`src/hw/spi_msg_config.svh`:
```
`ifndef SPI_MSG_CONFIG_SVH
`define SPI_MSG_CONFIG_SVH

// ==============================
// Message framing
// ==============================

// Whole message, type byte on top of the argument
`define MSG_LEN        64
`define MSG_TYPE_LEN   8
`define MSG_ARG_LEN    56

// Response is a full 64-bit word
`define RESP_LEN       64

// ==============================
// Lanes and pacing
// ==============================

// Host sends on d[3:0]; we answer on two such lanes
`define LANE_WIDTH     4

// Nibbles per message on the four input lines
`define MSG_NIBBLES    16

// Dummy byte in front of every message, host garbles its first nibble
`define DUMMY_NIBBLES  2

// LED port on the board
`define LED_WIDTH      4

`endif

```
`src/hw/spi_msg_pkg.sv`:
```
`include "spi_msg_config.svh"

package spi_msg_pkg;

    // ==============================
    // Message types
    // ==============================

    // Type byte sits in the top byte of the message
    // Anything not listed here is treated as a nop
    typedef enum logic [`MSG_TYPE_LEN-1:0] {
        MSG_NOP     = 8'h00,
        MSG_ECHO    = 8'h01,
        MSG_LED_SET = 8'h02
    } msg_type_t;

    // ==============================
    // Payload types
    // ==============================

    // Argument below the type byte
    // Echo returns all of it, LED set only looks at the low nibble
    typedef logic [`MSG_ARG_LEN-1:0] msg_arg_t;

    // Response word
    // Sent back byte by byte, most significant byte first
    typedef logic [`RESP_LEN-1:0] resp_t;

endpackage

```
`src/hw/spi_msg_if.sv`:
```
`include "spi_msg_config.svh"

interface spi_msg_if import spi_msg_pkg::*; ();

    // Decoded message, single-cycle strobe, no back-pressure
    logic      msg_valid;
    msg_type_t msg_type;
    msg_arg_t  msg_arg;

    // Response word, also a single-cycle strobe
    logic      resp_valid;
    resp_t     resp_data;

    // Receiver drives the message fields
    modport rx (
        output msg_valid,
        output msg_type,
        output msg_arg
    );

    // Dispatcher consumes the message and produces the response
    modport dispatch (
        input  msg_valid,
        input  msg_type,
        input  msg_arg,
        output resp_valid,
        output resp_data
    );

    // Transmitter only sees the response
    modport tx (
        input  resp_valid,
        input  resp_data
    );

endinterface

```
`src/hw/spi_msg_rx.sv`:
```
`include "spi_msg_config.svh"

module spi_msg_rx import spi_msg_pkg::*; (
    input  logic                   ice_st_spi_clk,
    input  logic                   spi_cs,
    input  logic [`LANE_WIDTH-1:0] spi_d_in,
    spi_msg_if.rx                  msg
);

    // Dummy nibbles plus message nibbles, counted down to zero
    localparam int NIBBLE_TOTAL = `DUMMY_NIBBLES + `MSG_NIBBLES;
    localparam int CNT_WIDTH    = $clog2(NIBBLE_TOTAL);

    // Start value and the count of the first message nibble
    localparam logic [CNT_WIDTH-1:0] CNT_START    = CNT_WIDTH'(NIBBLE_TOTAL - 1);
    localparam logic [CNT_WIDTH-1:0] CNT_MSG_LAST = CNT_WIDTH'(`MSG_NIBBLES - 1);

    logic [CNT_WIDTH-1:0] cnt_q;
    logic                 done_q;
    logic                 valid_q;
    logic [`MSG_LEN-1:0]  shift_q;

    // ==============================
    // Nibble counter
    // ==============================

    // Deselect restarts the count for the next message
    // Count 0 is the last message nibble, strobe goes out right after it
    always_ff @(posedge ice_st_spi_clk or negedge spi_cs) begin
        if (!spi_cs) begin
            cnt_q   <= CNT_START;
            done_q  <= 1'b0;
            valid_q <= 1'b0;
        end else begin
            valid_q <= 1'b0;
            if (!done_q) begin
                cnt_q <= cnt_q - 1'b1;
                if (cnt_q == '0) begin
                    done_q  <= 1'b1;
                    valid_q <= 1'b1;
                end
            end
        end
    end

    // ==============================
    // Message shift register
    // ==============================

    // Dummy counts are skipped, then MSB nibble first
    always_ff @(posedge ice_st_spi_clk) begin
        if (!done_q && (cnt_q <= CNT_MSG_LAST)) begin
            shift_q <= {shift_q[`MSG_LEN-`LANE_WIDTH-1:0], spi_d_in};
        end
    end

    // Fields held stable once done, only sampled on the strobe anyway
    assign msg.msg_valid = valid_q;
    assign msg.msg_type  = msg_type_t'(shift_q[`MSG_LEN-1 -: `MSG_TYPE_LEN]);
    assign msg.msg_arg   = shift_q[`MSG_ARG_LEN-1:0];

    // Host must be driving the lines on every edge we still sample
    a_din_known: assert property (
        @(posedge ice_st_spi_clk) disable iff (!spi_cs)
        !done_q |-> !$isunknown(spi_d_in)
    );

    // One message per selection, so the strobe never lingers
    a_valid_pulse: assert property (
        @(posedge ice_st_spi_clk) disable iff (!spi_cs)
        msg.msg_valid |=> !msg.msg_valid
    );

endmodule

```
`src/hw/spi_cmd_dispatch.sv`:
```
`include "spi_msg_config.svh"

module spi_cmd_dispatch import spi_msg_pkg::*; (
    input  logic                  ice_st_spi_clk,
    input  logic                  spi_cs,
    spi_msg_if.dispatch           msg,
    output logic [`LED_WIDTH-1:0] ice_led
);

    // LED state survives deselection, zero only at power-up
    logic [`LED_WIDTH-1:0] led_q = '0;

    logic  is_echo;
    logic  is_led_set;
    logic  resp_valid_q;
    resp_t resp_next;
    resp_t resp_data_q;

    // ==============================
    // Type decode
    // ==============================

    always_comb begin
        is_echo    = 1'b0;
        is_led_set = 1'b0;
        case (msg.msg_type)
            MSG_ECHO: begin
                is_echo = 1'b1;
            end
            MSG_LED_SET: begin
                is_led_set = 1'b1;
            end
            // No response, output stays off for this selection
            MSG_NOP: begin
            end
            // Unknown types fall back to nop
            default: begin
            end
        endcase
    end

    // Echo returns the argument, LED set returns the value it replaces
    always_comb begin
        if (is_led_set) begin
            resp_next = {{(`RESP_LEN-`LED_WIDTH){1'b0}}, led_q};
        end else begin
            resp_next = {{(`RESP_LEN-`MSG_ARG_LEN){1'b0}}, msg.msg_arg};
        end
    end

    // ==============================
    // Response and LED registers
    // ==============================

    always_ff @(posedge ice_st_spi_clk or negedge spi_cs) begin
        if (!spi_cs) begin
            resp_valid_q <= 1'b0;
        end else begin
            resp_valid_q <= msg.msg_valid && (is_echo || is_led_set);
        end
    end

    // Response word captured alongside the strobe
    always_ff @(posedge ice_st_spi_clk) begin
        if (msg.msg_valid && (is_echo || is_led_set)) begin
            resp_data_q <= resp_next;
        end
    end

    // Old value already sits in resp_next when the new one lands
    always_ff @(posedge ice_st_spi_clk) begin
        if (msg.msg_valid && is_led_set) begin
            led_q <= msg.msg_arg[`LED_WIDTH-1:0];
        end
    end

    assign msg.resp_valid = resp_valid_q;
    assign msg.resp_data  = resp_data_q;
    assign ice_led        = led_q;

    // A response only ever answers the message strobe one cycle back
    a_resp_follows_msg: assert property (
        @(posedge ice_st_spi_clk) disable iff (!spi_cs)
        msg.resp_valid |-> $past(msg.msg_valid)
    );

endmodule

```
`src/hw/spi_resp_tx.sv`:
```
`include "spi_msg_config.svh"

module spi_resp_tx import spi_msg_pkg::*; (
    input  logic                     ice_st_spi_clk,
    input  logic                     spi_cs,
    spi_msg_if.tx                    resp,
    output logic [2*`LANE_WIDTH-1:0] spi_d_out,
    output logic                     spi_d_out_en
);

    // Two bytes per pair of cycles, eight cycles for the whole word
    localparam int RESP_CYCLES = `RESP_LEN / (2*`LANE_WIDTH);
    localparam int CNT_WIDTH   = $clog2(RESP_CYCLES);

    // Top nibble of the earlier byte and of the later byte in the pair
    localparam int TOP_B0 = `RESP_LEN - 1;
    localparam int TOP_B1 = `RESP_LEN - 9;

    logic                 en_q;
    logic                 run_q;
    logic                 load;
    logic [CNT_WIDTH-1:0] cnt_q;
    resp_t                shift_q;

    // Only the first response of a selection is taken
    assign load = resp.resp_valid && !en_q;

    // ==============================
    // Output control
    // ==============================

    // Enable stays up after the word is out, until deselect
    always_ff @(posedge ice_st_spi_clk or negedge spi_cs) begin
        if (!spi_cs) begin
            en_q  <= 1'b0;
            run_q <= 1'b0;
            cnt_q <= '0;
        end else if (load) begin
            en_q  <= 1'b1;
            run_q <= 1'b1;
            cnt_q <= CNT_WIDTH'(RESP_CYCLES - 1);
        end else if (run_q) begin
            cnt_q <= cnt_q - 1'b1;
            if (cnt_q == '0) begin
                run_q <= 1'b0;
            end
        end
    end

    // Odd count shows upper nibbles, step 4 to reach the lower ones
    // Even count shows lower nibbles, step 12 more to the next byte pair
    always_ff @(posedge ice_st_spi_clk) begin
        if (load) begin
            shift_q <= resp.resp_data;
        end else if (run_q) begin
            shift_q <= cnt_q[0] ? (shift_q << `LANE_WIDTH) : (shift_q << (3*`LANE_WIDTH));
        end
    end

    // Earlier byte on lane 3:0, later byte on lane 7:4
    assign spi_d_out    = run_q ? {shift_q[TOP_B1 -: `LANE_WIDTH],
                                   shift_q[TOP_B0 -: `LANE_WIDTH]} : '0;
    assign spi_d_out_en = en_q;

    // Lines are quiet whenever the pads are not driving
    a_quiet_when_off: assert property (
        @(posedge ice_st_spi_clk) disable iff (!spi_cs)
        !spi_d_out_en |-> (spi_d_out == '0)
    );

endmodule

```
`src/hw/spi_msg_top.sv`:
```
`include "spi_msg_config.svh"

module spi_msg_top (
    input  logic                     ice_st_spi_clk,
    input  logic                     spi_cs,
    input  logic [2*`LANE_WIDTH-1:0] spi_d_in,
    output logic [2*`LANE_WIDTH-1:0] spi_d_out,
    output logic                     spi_d_out_en,
    output logic [`LED_WIDTH-1:0]    ice_led
);

    // ==============================
    // Message path
    // ==============================

    spi_msg_if i_msg_if ();

    // Commands only use the low four lines
    spi_msg_rx i_rx (
        .ice_st_spi_clk (ice_st_spi_clk),
        .spi_cs         (spi_cs),
        .spi_d_in       (spi_d_in[`LANE_WIDTH-1:0]),
        .msg            (i_msg_if.rx)
    );

    spi_cmd_dispatch i_dispatch (
        .ice_st_spi_clk (ice_st_spi_clk),
        .spi_cs         (spi_cs),
        .msg            (i_msg_if.dispatch),
        .ice_led        (ice_led)
    );

    // Pads and tri-state live in the board wrapper
    spi_resp_tx i_tx (
        .ice_st_spi_clk (ice_st_spi_clk),
        .spi_cs         (spi_cs),
        .resp           (i_msg_if.tx),
        .spi_d_out      (spi_d_out),
        .spi_d_out_en   (spi_d_out_en)
    );

endmodule

```
`config.mk`:
```
export PLATFORM = sky130hd
export DESIGN_NAME = spi_msg_top
export DESIGN_NICKNAME = d
export VERILOG_FILES = /design/src/hw/spi_msg_pkg.sv /design/src/hw/spi_msg_if.sv /design/src/hw/spi_msg_rx.sv /design/src/hw/spi_cmd_dispatch.sv /design/src/hw/spi_resp_tx.sv /design/src/hw/spi_msg_top.sv
export VERILOG_INCLUDE_DIRS = /design/src /design/src/hw
export SDC_FILE = /design/constraint.sdc
export NUM_CORES = 1
export LEC_CHECK = 0
export ABC_AREA = 1
export BUFFER_PORTS_ARGS = -buffer_cell sky130_fd_sc_hd__buf_4
export CORE_ASPECT_RATIO = 0.5
export CORE_MARGIN = 2
export CORE_UTILIZATION = 45
export DETAILED_ROUTE_END_ITERATION = 12
export PLACE_DENSITY_LB_ADDON = 0.05
export SLEW_MARGIN = 20
export SYNTH_ARGS = -nofsm -noshare
export SYNTH_HDL_FRONTEND = slang
export SYNTH_HIERARCHICAL = 1
export SYNTH_SLANG_ARGS = --single-unit
```
`constraint.sdc`:
```
create_clock -name ice_st_spi_clk -period 11.3 [get_ports ice_st_spi_clk]
set_input_delay 1.695 -clock ice_st_spi_clk [delete_from_list [all_inputs] [get_ports ice_st_spi_clk]]
set_output_delay 1.695 -clock ice_st_spi_clk [all_outputs]
set_load 0.01 [all_outputs]
```
After elaboration in Yosys (flattened, before gate mapping)
Cells that the tools add are included.
{"block": "word_totals", "register_bits": 209, "inputBits": 10, "word_cells": 42, "output_inout_bits": 13}
{"block": "classes", "n_reduce_logical": 10, "add_sub_neg": 2, "n_eq_ne": 2, "mux": 15, "order_cmp": 1}
{"op": "64-bit 2-to-1 mux", "n": 3}
{"op": "8-bit by 1-bit == test with 1-bit output (second input constant)", "n": 1}
{"op": "8-bit by 2-bit == test with 1-bit output (second input constant)", "n": 1}
{"op": "1-bit 2-to-1 mux", "n": 8}
{"op": "8-bit 2-to-1 mux", "n": 1}
{"op": "3-bit 2-to-1 mux", "n": 2}
{"op": "5-bit by 4-bit <= comparator with 1-bit output (second input constant)", "n": 1}
{"op": "5-bit logical NOT", "n": 1}
{"op": "5-bit by 1-bit subtractor with 5-bit output (second input constant)", "n": 1}
{"op": "1-bit logical AND", "n": 4}
{"op": "4-bit 2-to-1 mux", "n": 1}
{"op": "3-bit logical NOT", "n": 1}
{"op": "3-bit by 1-bit subtractor with 3-bit output (second input constant)", "n": 1}
{"op": "1-bit logical NOT", "n": 2}
{"op": "2-bit nonzero test", "n": 1}
{"op": "1-bit logical OR", "n": 1}

Logic depth before layout (Yosys ltp)
Gate-level depths: netlist of the first run.
{"block": "logic_depth", "depth_word": 4, "ltp_mapped": 7, "mapped_depth_nobuf": 7}

By module
Netlist of the first run, hierarchy kept.
{"mod": "spi_resp_tx", "seq_area_each_um2": 2047.0, "cells_each": 483, "area_each_um2": 3809.9, "n_inst": 1}
{"mod": "spi_cmd_dispatch", "seq_area_each_um2": 1826.8, "cells_each": 213, "area_each_um2": 2538.7, "n_inst": 1}
{"mod": "spi_msg_rx", "seq_area_each_um2": 2099.5, "cells_each": 106, "area_each_um2": 2301.0, "n_inst": 1}

Least setup slack after synthesis of the first run
Ideal clock, no wire load.
{"block": "synth_timing", "kind": "register to register", "from": "register i_rx.cnt_q[0]", "to": "register i_rx.shift_q[0] (enable)", "path_buffers": 0, "setup_ns": 0.507, "stages_incl_launch_ff": 4, "required_time_ns": 10.793, "setup_slack_ns": 6.959, "arrival_ns": 3.834, "period_less_slack_ns": 4.341, "path_cell_list": "dfstp_2 ha_1 nor2_1 a21oi_1"}
{"block": "synth_between", "elab_chain_len": 2}
{"item": "from (decl)", "line": "spi_msg_rx.sv:18", "text": "logic [CNT_WIDTH-1:0] cnt_q;"}
{"item": "from (signal assigned)", "line": "spi_msg_rx.sv:37", "text": "cnt_q <= cnt_q - 1'b1;"}
{"item": "5-bit by 4-bit <= comparator with 1-bit output", "line": "spi_msg_rx.sv:52", "text": "if (!done_q && (cnt_q <= CNT_MSG_LAST)) begin"}
{"item": "1-bit logical AND", "line": "spi_msg_rx.sv:52"}
{"item": "to (signal assigned)", "line": "spi_msg_rx.sv:53", "text": "shift_q <= {shift_q[`MSG_LEN-`LANE_WIDTH-1:0], spi_d_in};"}
{"item": "to (decl)", "line": "spi_msg_rx.sv:21", "text": "logic [`MSG_LEN-1:0] shift_q;"}
No other way between the ends.
A chain may end at the register's enable or synchronous reset.

Worst setup path after layout of the first run
{"block": "layout_timing", "from": "register i_tx.run_q", "to": "output port spi_d_out[6]"}
{"block": "layout_between", "elab_chain_len": 1}
{"item": "from (decl)", "line": "spi_resp_tx.sv:20", "text": "logic run_q;"}
{"item": "from (signal assigned)", "line": "spi_resp_tx.sv:36", "text": "run_q <= 1'b0;"}
{"item": "from (signal assigned)", "line": "spi_resp_tx.sv:40", "text": "run_q <= 1'b1;"}
{"item": "from (signal assigned)", "line": "spi_resp_tx.sv:45", "text": "run_q <= 1'b0;"}
{"item": "8-bit 2-to-1 mux", "line": "spi_resp_tx.sv:61", "text": "assign spi_d_out = run_q ? {shift_q[TOP_B1 -: `LANE_WIDTH],"}
{"item": "to (decl)", "line": "spi_msg_top.sv:7", "text": "output logic [2*`LANE_WIDTH-1:0] spi_d_out,"}
No other way between the ends.

==> results of run 1 <==
sequential cells by signal (all words and copies together), names as in the netlist:
signal / flops
i_rx/cnt_q: 5
i_rx/msg.msg_valid: 1
i_tx/shift_q: 64
i_dispatch/msg.resp_valid: 1
i_dispatch/msg.resp_data: 56
i_tx/spi_d_out_en: 1
i_dispatch/ice_led: 4
i_rx/shift_q: 64
i_tx/cnt_q: 3
i_tx/run_q: 1
i_rx/done_q: 1
placed cells by master, fill, tap and decap left out, types with 4 or more instances in the layout:
cell,n
clkinv_1,5
clkbuf_16,21
dfrtp_1,10
clkinv_2,4
clkbuf_1,5
buf_4,23
conb_1,8
edfxtp_1,188
nor2_2,15
ha_1,5
nor2_1,49
nand3_1,66
inv_1,141
nand2_1,262
final timing paths:
| kind | end | slack [ps] | cells after the start |
|---|---|---|---|
| setup reg to reg | i_tx/shift_q[16]$_DFFE_PP_ | 8870 | 6 |
| hold reg to reg | i_rx/shift_q[18]$_DFFE_PP_ | 430 | 0 |
| min in group asynchronous | i_rx/cnt_q[1]$_DFFE_PN0N_ | 1060 | 1 |
| max in group asynchronous | i_rx/cnt_q[0]$_DFFE_PN1N_ | 9980 | 1 |
| setup / recovery | spi_d_out[6] | 8340 | 3 |
| hold / removal | i_rx/shift_q[18]$_DFFE_PP_ | 430 | 0 |
where the power goes:
part           switching, mW  internal (mW)  leakage [nW]
logic                0.00175        0.00109          2.02
clock network          0.270          0.341         0.294
registers                  0          0.802          1.73
area by class of cell:
cell class / count / area, sq um
clock inverter: 10 / 50.05
tap: 259 / 324.1
multi-input combinational: 422 / 1836
timing repair buffer: 23 / 172.7
fill: 1672 / 9153
clock buffer: 26 / 544.3
inverter: 146 / 558.0
sequential: 201 / 5974
logic make-up after synthesis:
family                     count (synthesis)  synth area share (%)
AOI/OAI and AO/OA                          5                0.3471
xor gates and xnor gates                   2                0.2026
adders and majority gates                  5                0.7233
buffers and inverters                    186                 10.24
DFF                                      201                 69.06
other                                      1               0.04335
and+or+nand+nor                          402                 19.38
worst max-delay path, cell delays in order (launching register included):
cell     delay [ps]
dfrtp_1         510
nand2_1         100
inv_1            60
buf_4           110
routing by layer:
metal / vias to the layer above / GRT usage [%] / wire length (um)
met5: - / 0 / 0
met4: 0 / 3.875 / 279
met3: 17 / 2.772 / 670
met2: 100 / 22.14 / 5762
met1: 2296 / 24.25 / 8106
li1: 2532 / - / -
==> flow_summary.yaml, run 1 <==
synthesis:
  synth_area_leaders: "edfxtp_1, nand2_1, inv_1"
  ys_ff_latch: 201
  syn-cell-area_sq_mm: 0.008650
  yosysWarnings: 6
  synth_edf_count: 188
  ys.flop_type: "edfxtp_1"
  yosys.area.top_type: "edfxtp_1"
  avgSynthCellArea_sq_um: 10.78
  ys_seq_area_share_pct: 69.06
  synth_cell_types: 26
  netlist_instances: 802
  yosys.area.top_type_share_pct: 65.27
  async_flop_share_pct: 6.468
  synth_commonest_cells: "nand2_1, edfxtp_1, inv_1"
  synth_most_common_cell: "nand2_1"
detailed_routing:
  viasPerCell: 4.549
  wl_um: 14820
  drc: 0
  ant_nets: 0
  vias: 4945
  dr.pass1.iters: 5
  drt_iter0_markers: 319
  avgRoutedWirePerCell_um: 13.63
clock_network:
  cts.clk_slew.worst_paths_ps: 70
  clk_latency_ps: 490
  postCtsHoldBufs: 0
  cts_max_path_buffers: 3
  cts_resized: 0
  cts-root-buf: "clkbuf_16"
  cts.sinks: 201
  htreeDepth: 1
  post-cts-setup-buffers: 0
  cts_tree: "built"
  cts_buffers: 20
finish:
  synthToLayoutAreaGrowth_pct: 9.359
  utilization_pct: 50.82
  final-instance-count-excl-fill: 1087
  diodes: 0
  design_area_sq_mm: 0.009459
  layout-drive-gt1-share_pct: 9.903
  nets: 829
sta:
  setup_tns_ps: 0
  clock.fmax_mhz: 337.6
  whs_ps: 434.7
  skew_ps: 10.69
  setup_slack_ps: 8338
  slew_headroom_pct: 39.03
  hold_violations: 0
  finalCritPeriodShare_pct: 26.21
  final_max_slew_viol_count: 0
  setup_viol: 0
  worst_pin_slew_ps: 914.5
  min_period_ps: 2962
  rsz0062_at_grt: "false"
setup_path:
  cp-start-kind: "flop"
  crit_start: "i_tx/run_q$_DFF_PN0_"
  arrival_ps: 1270
  r2r-start: "i_dispatch/msg.resp_valid$_DFF_PN0_"
  crit_fanout: 9
  crit_type: "flop to output pin"
  end_kind: "output pin"
  cp_data_required_time_ps: 9610
run:
  drv_cap: 0
placed_design:
  dp_cells: 1051
  routabilityCongestion: 0.6987
  place_hpwl_um: 7907
  placed_cell_area_sq_mm: 0.008865
  post-place-ws_ps: 8822
  port_buffers: 18
die:
  core_area_sq_mm: 0.01861
  boundaryPins: 23
  die_y_um: 102.0
  start_util_pct: 46.47
  fp.dieW_um: 200.1
  rows: 35
  dieArea_sq_mm: 0.02041
global_routing:
  antenna_found_initial: 0
  grt_pass1_wl_um: 24450
  grt_max_degree: 65
  grtUsageTotal_pct: 15.45
  overflow: 0
  grt_pass1_vias: 4729
power:
  p_leak_nw: 4.041
  ir_drop_uv: 88.67
  power_mw: 1.416
  power_density_mw_per_mm2: 149.7
min_path:
  min_path_type: "flop to flop"
  hold_start: "i_rx/shift_q[14]$_DFFE_PP_"
run_status:
  status: "complete, no violations"
(Power assumes the default switching activity.)
==> run 2: changes to the inputs <==
--- a/config.mk
+++ b/config.mk
@@ -6,7 +6,7 @@
 export SDC_FILE = /design/constraint.sdc
 export NUM_CORES = 1
 export LEC_CHECK = 0
-export ABC_AREA = 1
+export ABC_AREA = 0
 export BUFFER_PORTS_ARGS = -buffer_cell sky130_fd_sc_hd__buf_4
 export CORE_ASPECT_RATIO = 0.5
 export CORE_MARGIN = 2
==> constraint.sdc (replaced) <==
create_clock -name ice_st_spi_clk -period 2.5 [get_ports ice_st_spi_clk]
set_input_delay 0.375 -clock ice_st_spi_clk [delete_from_list [all_inputs] [get_ports ice_st_spi_clk]]
set_output_delay 0.375 -clock ice_st_spi_clk [all_outputs]
set_load 0.01 [all_outputs]
==> flow_summary.yaml, run 2 <==
synthesis:
  netlist_instances: 474
  ys_ff_latch: 201
  ys_seq_area_share_pct: 68.43
  synth_cell_types: 35
  yosys.area.top_type: "edfxtp_1"
  synth_area_leaders: "edfxtp_1, mux2_4, and2_1"
  synth_commonest_cells: "edfxtp_1, mux2_4, and2_1"
  synth_most_common_cell: "edfxtp_1"
  synth_edf_count: 188
  avgSynthCellArea_sq_um: 18.41
  ys.flop_type: "edfxtp_1"
  yosysWarnings: 6
  syn-cell-area_sq_mm: 0.008728
  yosys.area.top_type_share_pct: 64.68
  async_flop_share_pct: 6.468
run_status:
  status: "complete, no violations"
power:
  p_seq_share_pct: 56.7
  ir_drop_uv: 382.2
  power_switching_mw: 1.208
  power_density_mw_per_mm2: 655.9
  p_leak_nw: 3.337
  p_int_mw: 5.178
  combPwrFrac_pct: 0.2
  power_mw: 6.386
  clockPowerShare_pct: 43.0
  switching_share_pct: 18.91
global_routing:
  met1_usage_pct: 20.68
  grt_pass1_vias: 3842
  grtUsageTotal_pct: 13.33
  grt_use_met3_pct: 2.806
  globalRouteMet2Util_pct: 18.95
  overflow: 0
  grt_pass1_wl_um: 21400
  antenna_found_initial: 0
  grt_max_degree: 65
  grt_busiest_layer: "met1"
sta:
  slew_headroom_pct: 56.64
  rsz0062_at_grt: "false"
  setup_tns_ps: 0
  setup_viol: 0
  clock.fmax_mhz: 515.0
  min_period_ps: 1942
  final_max_slew_viol_count: 0
  finalCritPeriodShare_pct: 77.68
  skew_ps: 10.08
  worst_pin_slew_ps: 650.3
  whs_ps: 67.33
  hold_violations: 0
clock_network:
  cts_max_path_buffers: 3
  clk_latency_ps: 480
  cts.clk_slew.worst_paths_ps: 70
  cts_tree: "built"
  cts.sinks: 201
  htreeDepth: 1
  cts-root-buf: "clkbuf_16"
  post-cts-setup-buffers: 0
  cts_buffers: 19
  cts_resized: 0
  postCtsHoldBufs: 1
placed_design:
  port_buffers: 18
  dp_cells: 743
  placed_cell_area_sq_mm: 0.009148
  place_hpwl_um: 7603
  routabilityCongestion: 0.6406
setup_path:
  crit_chain: "buf_12 -> mux2_4 -> mux2_4"
  cp_data_required_time_ps: 2730
  cpPeakStageDelay_ps: 840
  arrival_ps: 2170
  crit_fanout: 34
  end_kind: "flop"
  cp-start-kind: "flop"
  crit_type: "flop to flop"
  slowest_stage: "dfrtp_4"
  cp_common_cell: "mux2_4"
detailed_routing:
  viasPerCell: 4.810
  ant_nets: 0
  avgRoutedWirePerCell_um: 16.67
  dr.pass1.iters: 4
  drt_iter0_markers: 144
  drc: 0
  vias: 3742
  wl_um: 12970
finish:
  nets: 521
  final-instance-count-excl-fill: 778
  synthToLayoutAreaGrowth_pct: 11.55
  diodes: 0
  fillerInstances: 1543
  final_common_cell: "edfxtp_1"
  final_cell_mix: "edfxtp_1, mux2_4, and2_1"
  design_area_sq_mm: 0.009737
  layout-drive-gt1-share_pct: 34.30
die:
  die_y_um: 102.5
  dieArea_sq_mm: 0.02059
  fp.dieW_um: 201.0
  rows: 35
  boundaryPins: 23
  start_util_pct: 46.68
  core_area_sq_mm: 0.01870
min_path:
  min_path_type: "input port to flop"
run:
  drv_cap: 0
-- run 2: cell types whose count changed after synthesis, moves of 6 or more --
cell,previous run,this run
nand2_1,263,10
inv_1,141,7
mux2_4,0,102
and2_1,0,64
nand3_1,66,2
nor2_1,49,3
nor2_2,15,0
buf_4,20,12
o21ai_1,0,8
nand3b_1,1,8
mux2_2,0,6
-- run 2: path summary, 6_finish.rpt --
check | start | to | slack (ps) | cells after the start
max | i_tx/cnt_q[0]$_DFFE_PN0P_ | i_tx/shift_q[31]$_DFFE_PP_ | 560 | 3
min | spi_d_in[0] | i_rx/shift_q[0]$_DFFE_PP_ | 70 | 1
max reg2reg | i_tx/cnt_q[0]$_DFFE_PN0P_ | i_tx/shift_q[31]$_DFFE_PP_ | 560 | 3
min reg2reg | i_rx/shift_q[48]$_DFFE_PP_ | i_rx/shift_q[52]$_DFFE_PP_ | 440 | 0
max in group asynchronous | spi_cs | i_rx/cnt_q[0]$_DFFE_PN1N_ | 1940 | 2
min in group asynchronous | spi_cs | i_tx/cnt_q[2]$_DFFE_PN0P_ | 300 | 2
-- run 2: layout make-up --
cell class | count | area [sq um] | share of cell area (%)
multi-input combinational | 241 | 2482 | 25.49
clock buffer | 27 | 515.5 | 5.294
sequential | 201 | 5977 | 61.39
tap | 259 | 324.1 | 3.328
timing repair buffer | 36 | 347.8 | 3.572
clock inverter | 7 | 63.81 | 0.6554
inverter | 7 | 26.28 | 0.2699
-- run 2: critical path, delay by kind of cell (launching register included) --
family	cells	cell delay, ps
buf+inv	1	250
flops	1	840
mux	2	570
-- run 2: metrics by stage --
step / util (%) / setup WS, ps
2_1_floorplan: - / 371.5
3_3_place_gp: 48.92 / 571.8
3_5_place_dp: 48.92 / 560.1
4_1_cts: 52.07 / 540.6
5_1_grt: 52.07 / 482.3
6_report: 52.07 / 558.1
-- run 2: kinds of logic after synthesis --
family	synth area share [%]
compound gates	0.8744
fa+ha+maj	0.7167
other cells	0.04296
flops	68.43
mux	18.43
buf+inv	3.727
simple gates	7.168
xor+xnor	0.6021
-- run 2: layer usage --
layer	share of wire (%)	routed length, um
met1	57	7357
met2	38	4902
met3	3.3	430
met4	2.1	277
met5	0	0
-- run 2: power by group through the flow --
stage	Combinational (mW)	Clock (mW)	Sequential, mW
after detailed placement	0.0130	0	3.70
after global routing	0.0157	2.97	3.62
after global placement	0.0131	0	3.70
after floorplan	0.0104	0	3.70
after CTS	0.0142	2.84	3.62
final	0.0139	2.75	3.62
